## src/design/resizer_cfg_pkg.sv

```systemverilog
`default_nettype none

package resizer_cfg_pkg;

  // Settings bus register map
  localparam logic [7:0] SR_PKT_SIZE_ADDR = 8'd0;
  localparam logic [7:0] SR_DROP_ADDR     = 8'd1;

  // Bits of the drop control word
  localparam int DROP_EN_BIT = 0;
  localparam int EOB_EN_BIT  = 1;

  // Packet size register width and full packet counter width
  localparam int PKT_SIZE_W = 16;
  localparam int PKT_CNT_W  = 16;

  typedef enum logic [1:0] {
    PASS     = 2'd0,
    THROTTLE = 2'd1,
    FLUSH    = 2'd2,
    RELEASE  = 2'd3
  } drop_state_e;

  // Data words are always a whole number of bytes
  function automatic int bytes_per_word(input int width);
    return width / 8;
  endfunction

endpackage

`default_nettype wire

```

## src/design/resizer_drop_fsm.sv

```systemverilog
`default_nettype none

module resizer_drop_fsm (
  input  logic                                  clk,
  input  logic                                  i_arst_n,
  input  logic                                  i_clear,
  input  logic                                  i_drop_en,
  input  logic                                  i_eob_en,
  input  logic                                  i_beat,
  input  logic                                  i_partial_end,
  input  logic [resizer_cfg_pkg::PKT_CNT_W-1:0] i_full_pkts,
  output logic                                  o_throttle,
  output logic                                  o_flush,
  output logic                                  o_eob_mark,
  output logic                                  o_hold_ok
);

  resizer_cfg_pkg::drop_state_e state_q;
  resizer_cfg_pkg::drop_state_e state_d;

  always_comb begin
    state_d = state_q;
    case (state_q)
      resizer_cfg_pkg::PASS: begin
        if (i_beat && i_partial_end && i_drop_en) begin
          state_d = resizer_cfg_pkg::THROTTLE;
        end
      end
      resizer_cfg_pkg::THROTTLE: begin
        // The partial packet is counted too, so one entry left means only it remains
        if (i_full_pkts <= 1) begin
          state_d = resizer_cfg_pkg::FLUSH;
        end
      end
      resizer_cfg_pkg::FLUSH: begin
        state_d = resizer_cfg_pkg::RELEASE;
      end
      default: begin
        state_d = resizer_cfg_pkg::PASS;
      end
    endcase
  end

  always_ff @(posedge clk or negedge i_arst_n) begin
    if (!i_arst_n) begin
      state_q <= resizer_cfg_pkg::PASS;
    end else if (i_clear) begin
      state_q <= resizer_cfg_pkg::PASS;
    end else begin
      state_q <= state_d;
    end
  end

  // Input stays closed from the partial packet's last word until the FIFO is emptied
  assign o_throttle = (state_q == resizer_cfg_pkg::THROTTLE) ||
                      (state_q == resizer_cfg_pkg::FLUSH);
  assign o_flush    = (state_q == resizer_cfg_pkg::FLUSH);
  assign o_eob_mark = (state_q == resizer_cfg_pkg::FLUSH) && i_eob_en;

  // Hold the previous last line while no complete packet follows it,
  // and through a drop so that EOB can still be put on it
  assign o_hold_ok = i_drop_en && i_eob_en &&
                     (((state_q == resizer_cfg_pkg::PASS) && (i_full_pkts == '0)) ||
                      (state_q == resizer_cfg_pkg::THROTTLE) ||
                      (state_q == resizer_cfg_pkg::FLUSH));

endmodule

`default_nettype wire

```

## config.mk

```make
export PLATFORM = sky130hd
export DESIGN_NAME = resizer_drop_fsm
export DESIGN_NICKNAME = d
export VERILOG_FILES = /design/src/design/resizer_cfg_pkg.sv /design/src/design/resizer_drop_fsm.sv
export SDC_FILE = /design/constraint.sdc
export NUM_CORES = 1
export LEC_CHECK = 0
export ABC_CLOCK_PERIOD_IN_PS = 1800
export BUFFER_PORTS_ARGS = -buffer_cell sky130_fd_sc_hd__buf_2
export CAP_MARGIN = 20
export CORE_AREA = 10 10 47 49
export CTS_CLUSTER_SIZE = 10
export DETAILED_ROUTE_END_ITERATION = 6
export DIE_AREA = 0 0 57 59
export GPL_ROUTABILITY_DRIVEN = 0
export PLACE_DENSITY_LB_ADDON = 0.15
export SYNTH_ARGS = -nofsm -noshare
export SYNTH_HDL_FRONTEND = slang
export SYNTH_SLANG_ARGS = --single-unit
```

## constraint.sdc

```tcl
create_clock -name clk -period 1.8 [get_ports clk]
set_clock_uncertainty 0.15 [all_clocks]
set_input_delay 0.18 -clock clk [delete_from_list [all_inputs] [get_ports clk]]
set_output_delay 0.18 -clock clk [all_outputs]
set_load 0.03 [all_outputs]
```

# Word-level counts from Yosys, hierarchy flattened
# Cells that the tools add are included.
[classes] order_cmp=1 eq_ne=4 n_mux=4 reduce_logical=12
[op_table] operator="$le A16 B1 Y1 const B" count=1
[op_table] operator="$logic_not A16 Y1" count=1
[op_table] operator="$logic_and A1 B1 Y1" count=6
[op_table] operator="$mux W2" count=3
[op_table] operator="$ne A3 B3 Y1 const B" count=2
[op_table] operator="$pmux W2 S3" count=1
[op_table] operator="$logic_or A1 B1 Y1" count=3
[op_table] operator="$eq A2 B1 Y1 const B" count=1
[op_table] operator="$eq A2 B2 Y1 const B" count=1
[op_table] operator="$logic_not A2 Y1" count=1
[op_table] operator="$reduce_and A2 Y1" count=1
[totals] ff_bits=2 input_bits=23 out_inout_bits=4 elab_cells=22

# Longest topological paths before layout
# Gate-level depths: netlist of run 1.
[depth] ltp_word=5 depth_mapped=6 depth_no_buf=6

# Worst setup path before layout of run 1
# Ideal clock, no wire load.
[synth_timing] path_kind="register to register" from="reg state_q[0]" to="reg state_q[0]" setup_ps=77 arrival_ps=1424 required_time_ps=1573 path_slack_ps=149 path_stages_with_launch=6 n_path_buf=0 period_less_slack_ps=1651 cell_sequence="dfrtp_1 inv_1 ha_1 nor2_1 or4_1 a21oi_1"
[synth_via] elab_chain_cells=3 word_cells_on_any_way=8 cone_classes="4 x eq/ne; 2 x mux; 2 x reduce/logical"
[synth_rtl] item="start, declared" line_no="resizer_drop_fsm.sv:18" source="resizer_cfg_pkg::drop_state_e state_q;"
[synth_rtl] item="start signal, assigned" line_no="resizer_drop_fsm.sv:46" source="state_q <= resizer_cfg_pkg::PASS;"
[synth_rtl] item="start signal, assigned" line_no="resizer_drop_fsm.sv:48" source="state_q <= resizer_cfg_pkg::PASS;"
[synth_rtl] item="start signal, assigned" line_no="resizer_drop_fsm.sv:50" source="state_q <= state_d;"
[synth_rtl] item="$eq A2 B2 Y1"
[synth_rtl] item="named net o_flush" line_no="resizer_drop_fsm.sv:13" source="output logic o_flush,"
[synth_rtl] item="$pmux W2 S3" line_no="resizer_drop_fsm.sv:23" source="case (state_q)"
[synth_rtl] item="$mux W2" line_no="resizer_drop_fsm.sv:47" source="end else if (i_clear) begin"
# The timed path passes the listed nets, and every way through them passes these cells.
# A chain may end at the register's enable or synchronous reset.

# Worst setup path after layout of run 1
[layout_timing] from="reg state_q[0]" to="out o_hold_ok"
[layout_via] elab_chain_cells=5 word_cells_on_any_way=7 cone_classes="2 x eq/ne; 5 x reduce/logical"
[layout_rtl] item="$logic_not A2 Y1" line_no="resizer_drop_fsm.sv:63" source="(((state_q == resizer_cfg_pkg::PASS) && (i_full_pkts == '0)) ||"
[layout_rtl] item="$logic_and A1 B1 Y1" line_no="resizer_drop_fsm.sv:63"
[layout_rtl] item="$logic_or A1 B1 Y1" line_no="resizer_drop_fsm.sv:63"
[layout_rtl] item="$logic_or A1 B1 Y1 *" line_no="resizer_drop_fsm.sv:64" source="(state_q == resizer_cfg_pkg::THROTTLE) ||"
[layout_rtl] item="$logic_and A1 B1 Y1 *" line_no="resizer_drop_fsm.sv:62" source="assign o_hold_ok = i_drop_en && i_eob_en &&"
[layout_rtl] item="end, declared" line_no="resizer_drop_fsm.sv:15" source="output logic o_hold_ok"
# Mark *: on every way between the ends. The rest lies on a longest branch, timed or not.

==> reports/qor.csv, run 1 <==
stage,metric,value,unit
synthesis,dominantRegCellSynth,dfrtp_1,
synthesis,synth_area,246,sq um
hold_path,hp-class,in2async,
setup_path,required,1470,ps
cells_and_area,drive_above_1_share,63.3,%
floorplanning,io_pins,27,
cells_and_area,nNetsFinal,89,
route,num_vias,325,
sta,rsz0062_at_grt,false,
power_and_ir_drop,ir_drop,0.000586,V
synthesis,yosys-top-cells-area,"dfrtp_1, ha_1, nor4_2, inv_1, nor3_1",
synthesis,synth_fp_nets,54,
floorplanning,initial_utilization,17.6,%
synthesis,synth.avg_cell_area,9.13,sq um
power_and_ir_drop,powerDensity,859,nW/um^2
power_and_ir_drop,power,0.400,mW
synthesis,synth_top_area_share,20.3,%
sta,setup_viol,0,
cells_and_area,utilization,33.2,%
floorplanning,die_x,57,um
sta,relSlewSlack,78.3,%
grt,grt_pass1_wl,1520,um
place,hpwl,837,um
floorplanning,die_area,3360,sq um
cts,cts.sinks,2,
floorplanning,die_y,59,um
flow_run,maxCapViolCount,0,
route,ant_nets,0,
cts,cts.clk_slew.worst_paths,30,ps
synthesis,yosysSeqAreaShare,20.3,%
cells_and_area,diodes,0,
synthesis,synth.ff_latch_count,2,
setup_path,end_kind,primary output,
setup_path,cp_max_fo,4,
route,drc,0,
outcome,outcome,"finished, final reports clean",
grt,overflow,0,
cells_and_area,area_growth_syn_to_layout,88.8,%
place,port_buffers,26,
route,via_per_inst,4.28,
cts,cts_tree,yes,
sta,tightest_slew,324,ps
sta,slew_viol_final,0,
cells_and_area,largest_register_ffs,2,
synthesis,synth_edf_count,0,
power_and_ir_drop,leakage,0.245,nW
setup_path,cp-start-kind,flip-flop,
cells_and_area,reg.largest.list,state_q: 2 flops,
synthesis,async_reset_ff_share,100,%
grt,grt_pass1_vias,360,
cts,ctsLongestPathBuffers,2,
sta,tns,0,ps
route,drtIter0Drc,2,
setup_path,critPathArrivalTime,1410,ps
sta,timing.final.crit_share,96.5,%
cts,insertion_delay,220,ps
synthesis,yosysWarnings,0,
cells_and_area,n_fill_cell,148,
cts,cts_root_buf,clkbuf_4,
setup_path,rrSetupSlack,120,ps
synthesis,ys_types,17,
cells_and_area,top_register,state_q,
cts,numCtsBuffers,3,
floorplanning,fp-row-count,14,
grt,antenna_found_initial,0,
synthesis,synth_common_cells,"ha_1, inv_1, nor4_2",
setup_path,path_class,reg2out,
sta,post-route-min-period,1740,ps
cts,htreeDepth,1,
floorplanning,core,1400,sq um
synthesis,post_synth_inst_count,27,
grt,track_usage,5.33,%
sta,max_freq,576,MHz
grt,grt_max_degree,5,
synthesis,yosys.area.top_type,dfrtp_1,
route,wirelength,922,um
sta,hold_violations,0,
route,first_pass_iters,4,
route,wl_per_cell,12.1,um
## routing by layer
metal,vias up,wire [um],global-route usage [%]
met5,-,0,0
met4,0,0,1.01
met3,0,136,3.65
met2,22,348,7.91
met1,130,437,6.22
li1,173,-,-
## cell type report
| type | count | area [sq um] | share of cell area [%] |
|---|---|---|---|
| repair buffers | 30 | 171 | 36.8 |
| clock buffers | 3 | 22.5 | 4.84 |
| well taps | 16 | 20.0 | 4.30 |
| inverters | 4 | 15.0 | 3.23 |
| multi-input cells | 21 | 186 | 40.1 |
| flip-flops and latches | 2 | 50.0 | 10.8 |
## per-stage QoR
step / instance area (sq um) / hold slack [ps] / instances / setup WS [ps]
5_1_grt: 465 / 135 / 76 / 0.988
4_1_cts: 457 / 105 / 76 / 7.82
3_3_place_gp: 404 / -183 / 70 / 86.2
2_1_floorplan: 246 / -266 / 27 / 149
3_5_place_dp: 404 / -183 / 70 / 68.7
6_report: 465 / 116 / 76 / 62.7
## cell families (layout without fill, tap and decap cells)
logic type	Yosys count	count (layout)	share of synthesized area, %
compound gates	7	7	21.3
fa+ha+maj	4	4	20.3
buf+inv	4	37	6.09
simple gates	10	10	32.0
flops	2	2	20.3
## repair_timing
action,CTS,global route
hold buffers,2,0
buffers inserted,1,0
cloned,0,0
setup endpoints to repair,1,1
pin swaps,0,0
hold endpoints to repair,3,0
gates resized for setup,2,3
## report_power, final
group | internal, mW | switching (mW) | total, mW
Sequential | 0.0569 | 0.0137 | 0.0706
Combinational | 0.108 | 0.126 | 0.233
Clock | 0.0733 | 0.0227 | 0.0960
Total | 0.238 | 0.162 | 0.400
## worst max-delay path: stages, from the launching register on
cell	delay, ps
dfrtp_1	390
inv_2	60
ha_2	180
inv_1	70
nor3_1	50
o311a_1	290
buf_6	140
## cell usage in the layout, fill, tap and decap left out
cell type       n
a21oi_1         1
buf_4           2
dfrtp_1         2
a41oi_1         1
buf_2          25
a31oi_1         1
nor3b_1         1
ha_1            2
buf_6           1
nor2_1          1
dlygate4sd3_1   2
clkbuf_4        3
and2_1          1
o21a_1          1
nor3_1          2
ha_2            2
or4_1           1
inv_2           1
inv_1           3
nor4_2          3
o21ba_2         1
o311a_1         1
o21ai_0         1
nand4_1         1
## final timing paths
check,from,to,depth (start not counted)
max,state_q[0],o_hold_ok,6
min,i_arst_n,state_q[0],2
max reg2reg,state_q[0],state_q[0],6
min reg2reg,state_q[0],state_q[0],2
max in group asynchronous,i_arst_n,state_q[1],2
min in group clk,i_partial_end,state_q[0],4
Power figures use the tool's default switching activity.
==> run 2: changes to the inputs <==
Settings changed: BUFFER_PORTS_ARGS -buffer_cell sky130_fd_sc_hd__buf_2 to default, CTS_BUF_LIST from default to sky130_fd_sc_hd__clkbuf_8, DONT_BUFFER_PORTS from default to 1.
==> run 2 against run 1 <==
Against the previous run:
- critical path depth shrank 3
- first-iteration DRC count shrank 50%
- combinational power shrank 5%
- clock power grew 83%
- global-route usage shrank 0.44 points
- final cell count shrank 32%
- fmax shrank 0.96%
- sequential power shrank 9.8%
- sequential share of layout area grew 2.7 points
- sequential cell count is the same
- count of clock-buffer cells in the layout is the same
- critical endpoint unchanged
==> reports/qor.csv, run 2 (same netlist as run 1, synthesis figures left out) <==
stage,metric,value,unit,change
sta,post-route-min-period,1750,ps,was 1740 ps
place,hpwl,732,um,was 837 um
setup_path,required,1470,ps,about the same
setup_path,end_kind,primary output,,unchanged
sta,timing.final.crit_share,97.5,%,was 96.5%
power_and_ir_drop,powerDensity,1240,nW/um^2,was 859 nW/um^2
cells_and_area,drive_above_1_share,38.9,%,was 63.3%
cts,cts.sinks,2,,unchanged
grt,gr-usage-met3,4.51,%,was 3.65%
floorplanning,die_area,3360,sq um,unchanged
route,wl_per_cell,16.6,um,was 12.1 um
cells_and_area,final_cells,52,,was 76
floorplanning,fp-row-count,14,,unchanged
setup_path,critPathArrivalTime,1420,ps,was 1410 ps
power_and_ir_drop,internal_power,0.290,mW,was 0.238 mW
cells_and_area,top_register,state_q,,unchanged
setup_path,path_class,reg2out,,unchanged
setup_path,cp-start-kind,flip-flop,,unchanged
sta,tightest_slew,340,ps,was 324 ps
power_and_ir_drop,switching_share,37.1,%,was 40.5%
power_and_ir_drop,p_sw,0.171,mW,was 0.162 mW
power_and_ir_drop,leakage,0.159,nW,was 0.245 nW
grt,grt_pass1_vias,290,,was 360
sta,holdWs,55.0,ps,was 116 ps
grt,grt_pass1_wl,1300,um,was 1520 um
cells_and_area,nNetsFinal,65,,was 89
grt,met2_usage,7.91,%,unchanged
hold_path,hp-class,in2async,,unchanged
sta,relSlewSlack,77.2,%,was 78.3%
setup_path,ff2ff_path_depth,6,,unchanged
setup_path,rrSetupSlack,70,ps,was 120 ps
cts,numCtsBuffers,3,,unchanged
power_and_ir_drop,pwr-share-comb,47.9,%,was 58.3%
grt,antenna_found_initial,0,,unchanged
route,drc,0,,unchanged
sta,hold_violations,0,,unchanged
cells_and_area,n_fill_cell,152,,was 148
grt,grt.busiest_layer,met2,,unchanged
grt,grt_use_met1,3.57,%,was 6.22%
route,ant_nets,0,,unchanged
cells_and_area,reg.largest.list,state_q: 2 flops,,unchanged
power_and_ir_drop,ir_drop,0.000511,V,was 0.000586 V
floorplanning,core,1400,sq um,unchanged
setup_path,timing.rr.end,state_q[0],,unchanged
cells_and_area,largest_register_ffs,2,,unchanged
route,num_vias,255,,was 325
flow_run,maxCapViolCount,0,,unchanged
route,first_pass_iters,4,,unchanged
place,place_inst,45,,was 70
route,wirelength,864,um,was 922 um
grt,track_usage,4.89,%,was 5.33%
sta,rsz0062_at_grt,true,,was false
outcome,outcome,"finished, final reports clean",,unchanged
sta,setup_viol,0,,unchanged
cells_and_area,multi_input_area,196,sq um,was 186 sq um
place,port_buffers,0,,was 26
cells_and_area,diodes,0,,unchanged
cts,insertion_delay,210,ps,was 220 ps
cts,cts_root_buf,clkbuf_8,,was clkbuf_4
cts,cts.clk_slew.worst_paths,30,ps,about the same
grt,grt_max_degree,5,,unchanged
floorplanning,die_x,57,um,unchanged
power_and_ir_drop,pwr-share-seq,13.8,%,was 17.7%
floorplanning,die_y,59,um,unchanged
cts,ctsLongestPathBuffers,2,,unchanged
route,via_per_inst,4.90,,was 4.28
cts,htreeDepth,1,,unchanged
sta,max_freq,570,MHz,was 576 MHz
power_and_ir_drop,power_frac_clock,38.3,%,was 24.0%
setup_path,cp_max_fo,4,,unchanged
floorplanning,initial_utilization,17.6,%,unchanged
cells_and_area,area_growth_syn_to_layout,51.3,%,was 88.8%
floorplanning,io_pins,27,,unchanged
sta,slew_viol_final,0,,unchanged
setup_path,r2r_start,state_q[0],,unchanged
cts,cts_tree,yes,,unchanged
power_and_ir_drop,power,0.461,mW,was 0.400 mW
cells_and_area,register_area,50.0,sq um,unchanged
route,drtIter0Drc,1,,was 2
cells_and_area,final_cell_mix,"inv_1, buf_4, nor4_2, ha_1, clkbuf_8",,"was buf_2, inv_1, nor4_2, clkbuf_4"
grt,overflow,0,,unchanged
run 2: cell count changes in the layout (fill, tap and decap cells not counted), moves of 2 or more:
cell / before / now
clkbuf_4: 3 / 0
buf_2: 25 / 0
clkbuf_8: 0 / 3
buf_4: 2 / 4
run 2: power by group through the flow:
stage	sequential (mW)	combinational (mW)	clock (mW)
after floorplan	0.0667	0.146	0
after global placement	0.0691	0.186	0
after detailed placement	0.0703	0.187	0
after CTS	0.0630	0.216	0.184
after global routing	0.0649	0.245	0.188
final	0.0637	0.221	0.176
run 2: worst max-delay path, cell delays in order (launching register included):
cell     delay [ps]
dfrtp_1         370
buf_4           150
ha_1            210
o311a_1         490
run 2: per-layer routing:
metal / part of all wire (%) / up-vias
li1: - / 123
met1: 34 / 112
met3: 19 / 0
met2: 47 / 20
met4: 0 / 0
met5: 0 / -
run 2: per-stage QoR:
| stage | util [%] | instance area [sq um] | TNS (ps) | setup slack (ps) |
|---|---|---|---|---|
| global placement | 20.1 | 282 | 0 | 75.7 |
| global route | 26.6 | 373 | -3.13 | -3.13 |
| floorplan | - | 246 | 0 | 149 |
| CTS | 25.5 | 358 | 0 | 20.0 |
| finish | 26.6 | 373 | 0 | 45.9 |
| detailed placement | 20.1 | 282 | 0 | 79.8 |
run 2: worst max path at each step:
stage,startpoint,to,slack (ps),cells past startpoint
2_1_floorplan,state_q[0],state_q[0],150,5
3_3_place_gp,state_q[0],state_q[0],80,6
3_5_place_dp,state_q[0],state_q[0],80,6
4_1_cts,state_q[0],o_hold_ok,20,5
5_1_grt,state_q[0],o_hold_ok,-3,5
6_report,state_q[1],o_hold_ok,50,3
run 2: final cells by class:
cell class | count | share of cell area, %
tap | 16 | 5.37
inverter | 4 | 4.03
clock buffer | 3 | 11.1
sequential | 2 | 13.4
multi-input combinational | 21 | 52.7
timing repair buffer | 6 | 13.4
run 2: what timing repair did:
item                                    CTS  global route
endpoints found under the hold margin     4             0
hold buffers                              2             0
gates cloned                              0             0
pin swaps                                 1             3
resized for setup                         0             3
setup buffers                             2             0
endpoints found under the setup margin    1             2
==> run 3: changes to the inputs <==
--- a/constraint.sdc
+++ b/constraint.sdc
@@ -4,2 +4,2 @@
 set_output_delay 0.18 -clock clk [all_outputs]
-set_load 0.03 [all_outputs]
+set_load 0.005 [all_outputs]
==> run 3 against run 2 <==
Against the previous run:
- combinational power down 27%
- design area down 8.1%
- global-route usage down 0.34 points
- sequential share of layout area up 1.2 points
- clock power about the same
- fmax up 2.4%
- critical path depth up 3
- count of clock-buffer cells in the layout unchanged
- sequential power up 9.7%
- register-to-register slack better by 20 ps
- critical endpoint is now state_q[0]
==> reports/qor.csv, run 3 (same netlist as run 1, synthesis figures left out) <==
stage,metric,value,unit,change
route,via_per_inst,4.94,,was 4.90
route,ant_nets,0,,unchanged
route,wirelength,811,um,was 864 um
sta,relSlewSlack,76.3,%,was 77.2%
place,place_inst,43,,was 45
setup_path,cp_slowest_cell,or4_4,,was o311a_1
grt,grt.busiest_layer,met2,,unchanged
route,first_pass_iters,2,,was 4
grt,grt_pass1_wl,1200,um,was 1300 um
floorplanning,die_area,3360,sq um,unchanged
power_and_ir_drop,ir_drop,0.000377,V,was 0.000511 V
sta,hold_violations,0,,unchanged
cells_and_area,reg.largest.list,state_q: 2 flops,,unchanged
cells_and_area,nNetsFinal,62,,was 65
setup_path,rrSetupSlack,90,ps,was 70 ps
power_and_ir_drop,power,0.408,mW,was 0.461 mW
cts,cts_root_buf,clkbuf_8,,unchanged
cts,insertion_delay,210,ps,about the same
grt,grt_use_met1,4.06,%,was 3.57%
cells_and_area,final_cells,49,,was 52
setup_path,crit_family,simple AND/OR/NAND/NOR gates,,was compound AO/OA/AOI/OAI gates
sta,rsz0062_at_grt,false,,was true
power_and_ir_drop,powerDensity,1190,nW/um^2,was 1240 nW/um^2
cts,ctsLongestPathBuffers,2,,unchanged
sta,post-route-min-period,1710,ps,was 1750 ps
cells_and_area,utilization,24.5,%,was 26.6%
power_and_ir_drop,leakage,0.143,nW,was 0.159 nW
floorplanning,io_pins,27,,unchanged
grt,antenna_found_initial,0,,unchanged
grt,gr-usage-met3,4.29,%,was 4.51%
route,wl_per_cell,16.6,um,about the same
cts,numCtsBuffers,3,,unchanged
cells_and_area,layout_commonest_cell,ha_1,,
outcome,outcome,"finished, final reports clean",,unchanged
cts,cts_tree,yes,,unchanged
cells_and_area,largest_register_ffs,2,,unchanged
cts,cts.sinks,2,,unchanged
route,num_vias,242,,was 255
sta,timing.final.crit_share,95.2,%,was 97.5%
setup_path,cp_cell_sequence,inv_2 > ha_1 > inv_1 > a31oi_1 > or4_4 > a21oi_2,,was buf_4 > ha_1 > o311a_1
setup_path,timing.rr.end,state_q[0],,unchanged
setup_path,critPathArrivalTime,1700,ps,was 1420 ps
setup_path,ff2ff_path_depth,6,,unchanged
setup_path,critPathMaxStageDelay,570,ps,was 490 ps
cells_and_area,diodes,0,,unchanged
setup_path,cp-start-kind,flip-flop,,unchanged
place,pre_cts_ws,47.9,ps,was 79.8 ps
sta,tns,0,ps,unchanged
cells_and_area,top_register,state_q,,unchanged
sta,tightest_slew,350,ps,was 340 ps
grt,grt_pass1_vias,258,,was 290
setup_path,cp_max_fo,4,,unchanged
sta,setup_viol,0,,unchanged
floorplanning,initial_utilization,17.6,%,unchanged
floorplanning,fp-row-count,14,,unchanged
floorplanning,die_x,57,um,unchanged
grt,grt_max_degree,5,,unchanged
grt,met2_usage,6.51,%,was 7.91%
setup_path,crit_start,state_q[0],,was state_q[1]
setup_path,crit_buf_inv,2,,was 1
cells_and_area,drive_above_1_share,36.4,%,was 38.9%
cts,htreeDepth,1,,unchanged
hold_path,hp-class,in2async,,unchanged
setup_path,path_class,reg2reg,,was reg2out
floorplanning,core,1400,sq um,unchanged
grt,track_usage,4.55,%,was 4.89%
cells_and_area,n_fill_cell,163,,was 152
route,drtIter0Drc,4,,was 1
cts,cts.clk_slew.worst_paths,30,ps,about the same
flow_run,maxCapViolCount,0,,unchanged
place,hpwl,718,um,was 732 um
cells_and_area,area_growth_syn_to_layout,39.1,%,was 51.3%
cells_and_area,final_cell_mix,"ha_1, nor4_2, clkbuf_8",,"was inv_1, buf_4, nor4_2, ha_1, clkbuf_8"
place,port_buffers,0,,unchanged
setup_path,r2r_start,state_q[0],,unchanged
sta,fin_ws,86.6,ps,was 45.9 ps
setup_path,required,1790,ps,was 1470 ps
floorplanning,die_y,59,um,unchanged
sta,max_freq,584,MHz,was 570 MHz
sta,slew_viol_final,0,,unchanged
setup_path,end_kind,flip-flop,,was primary output
route,drc,0,,unchanged
grt,overflow,0,,unchanged
## run 3: worst max-delay path by stage
stage	slack (ps)	to	cells past startpoint
floorplan	200	state_q[0]	6
global placement	80	state_q[0]	6
detailed placement	50	state_q[0]	6
CTS	40	state_q[0]	6
global route	20	state_q[0]	6
finish	90	state_q[0]	6
## run 3: layout make-up
cell class / count / area, sq um / share of cell area [%]
multi-input cells: 21 / 189 / 55.1
flip-flops and latches: 2 / 50.0 / 14.6
clock buffers: 3 / 41.3 / 12.0
repair buffers: 3 / 27.5 / 8.03
well taps: 16 / 20.0 / 5.84
inverters: 4 / 15.0 / 4.38
## run 3: routing by layer
| layer | vias up | wire [um] |
|---|---|---|
| met5 | - | 0 |
| met4 | 0 | 0 |
| met3 | 0 | 171 |
| met2 | 21 | 353 |
| met1 | 104 | 286 |
| li1 | 117 | - |
## run 3: worst register-to-register path: cells and delay by family (launching register included)
family	cells	cell delay (ps)
flops	1	380
simple gates	1	570
fa+ha+maj	1	210
compound gates	2	210
buf+inv	2	130
## run 3: power breakdown
group | switching (mW) | internal [mW]
Clock | 0.0345 | 0.141
Combinational | 0.0832 | 0.0787
Sequential | 0.0130 | 0.0569
Total | 0.131 | 0.277
## run 3: what timing repair did
action                                 CTS  global route
setup endpoints to repair                0             1
setup buffers                            0             1
resized for setup                        0             4
endpoints found under the hold margin    4             0
hold buffers                             2             0
## run 3: per-stage QoR
step	hold slack, ps	area [sq um]
2_1_floorplan	-266	246
3_3_place_gp	-266	267
5_1_grt	61.2	343
3_5_place_dp	-266	267
4_1_cts	51.1	328
6_report	55.9	343
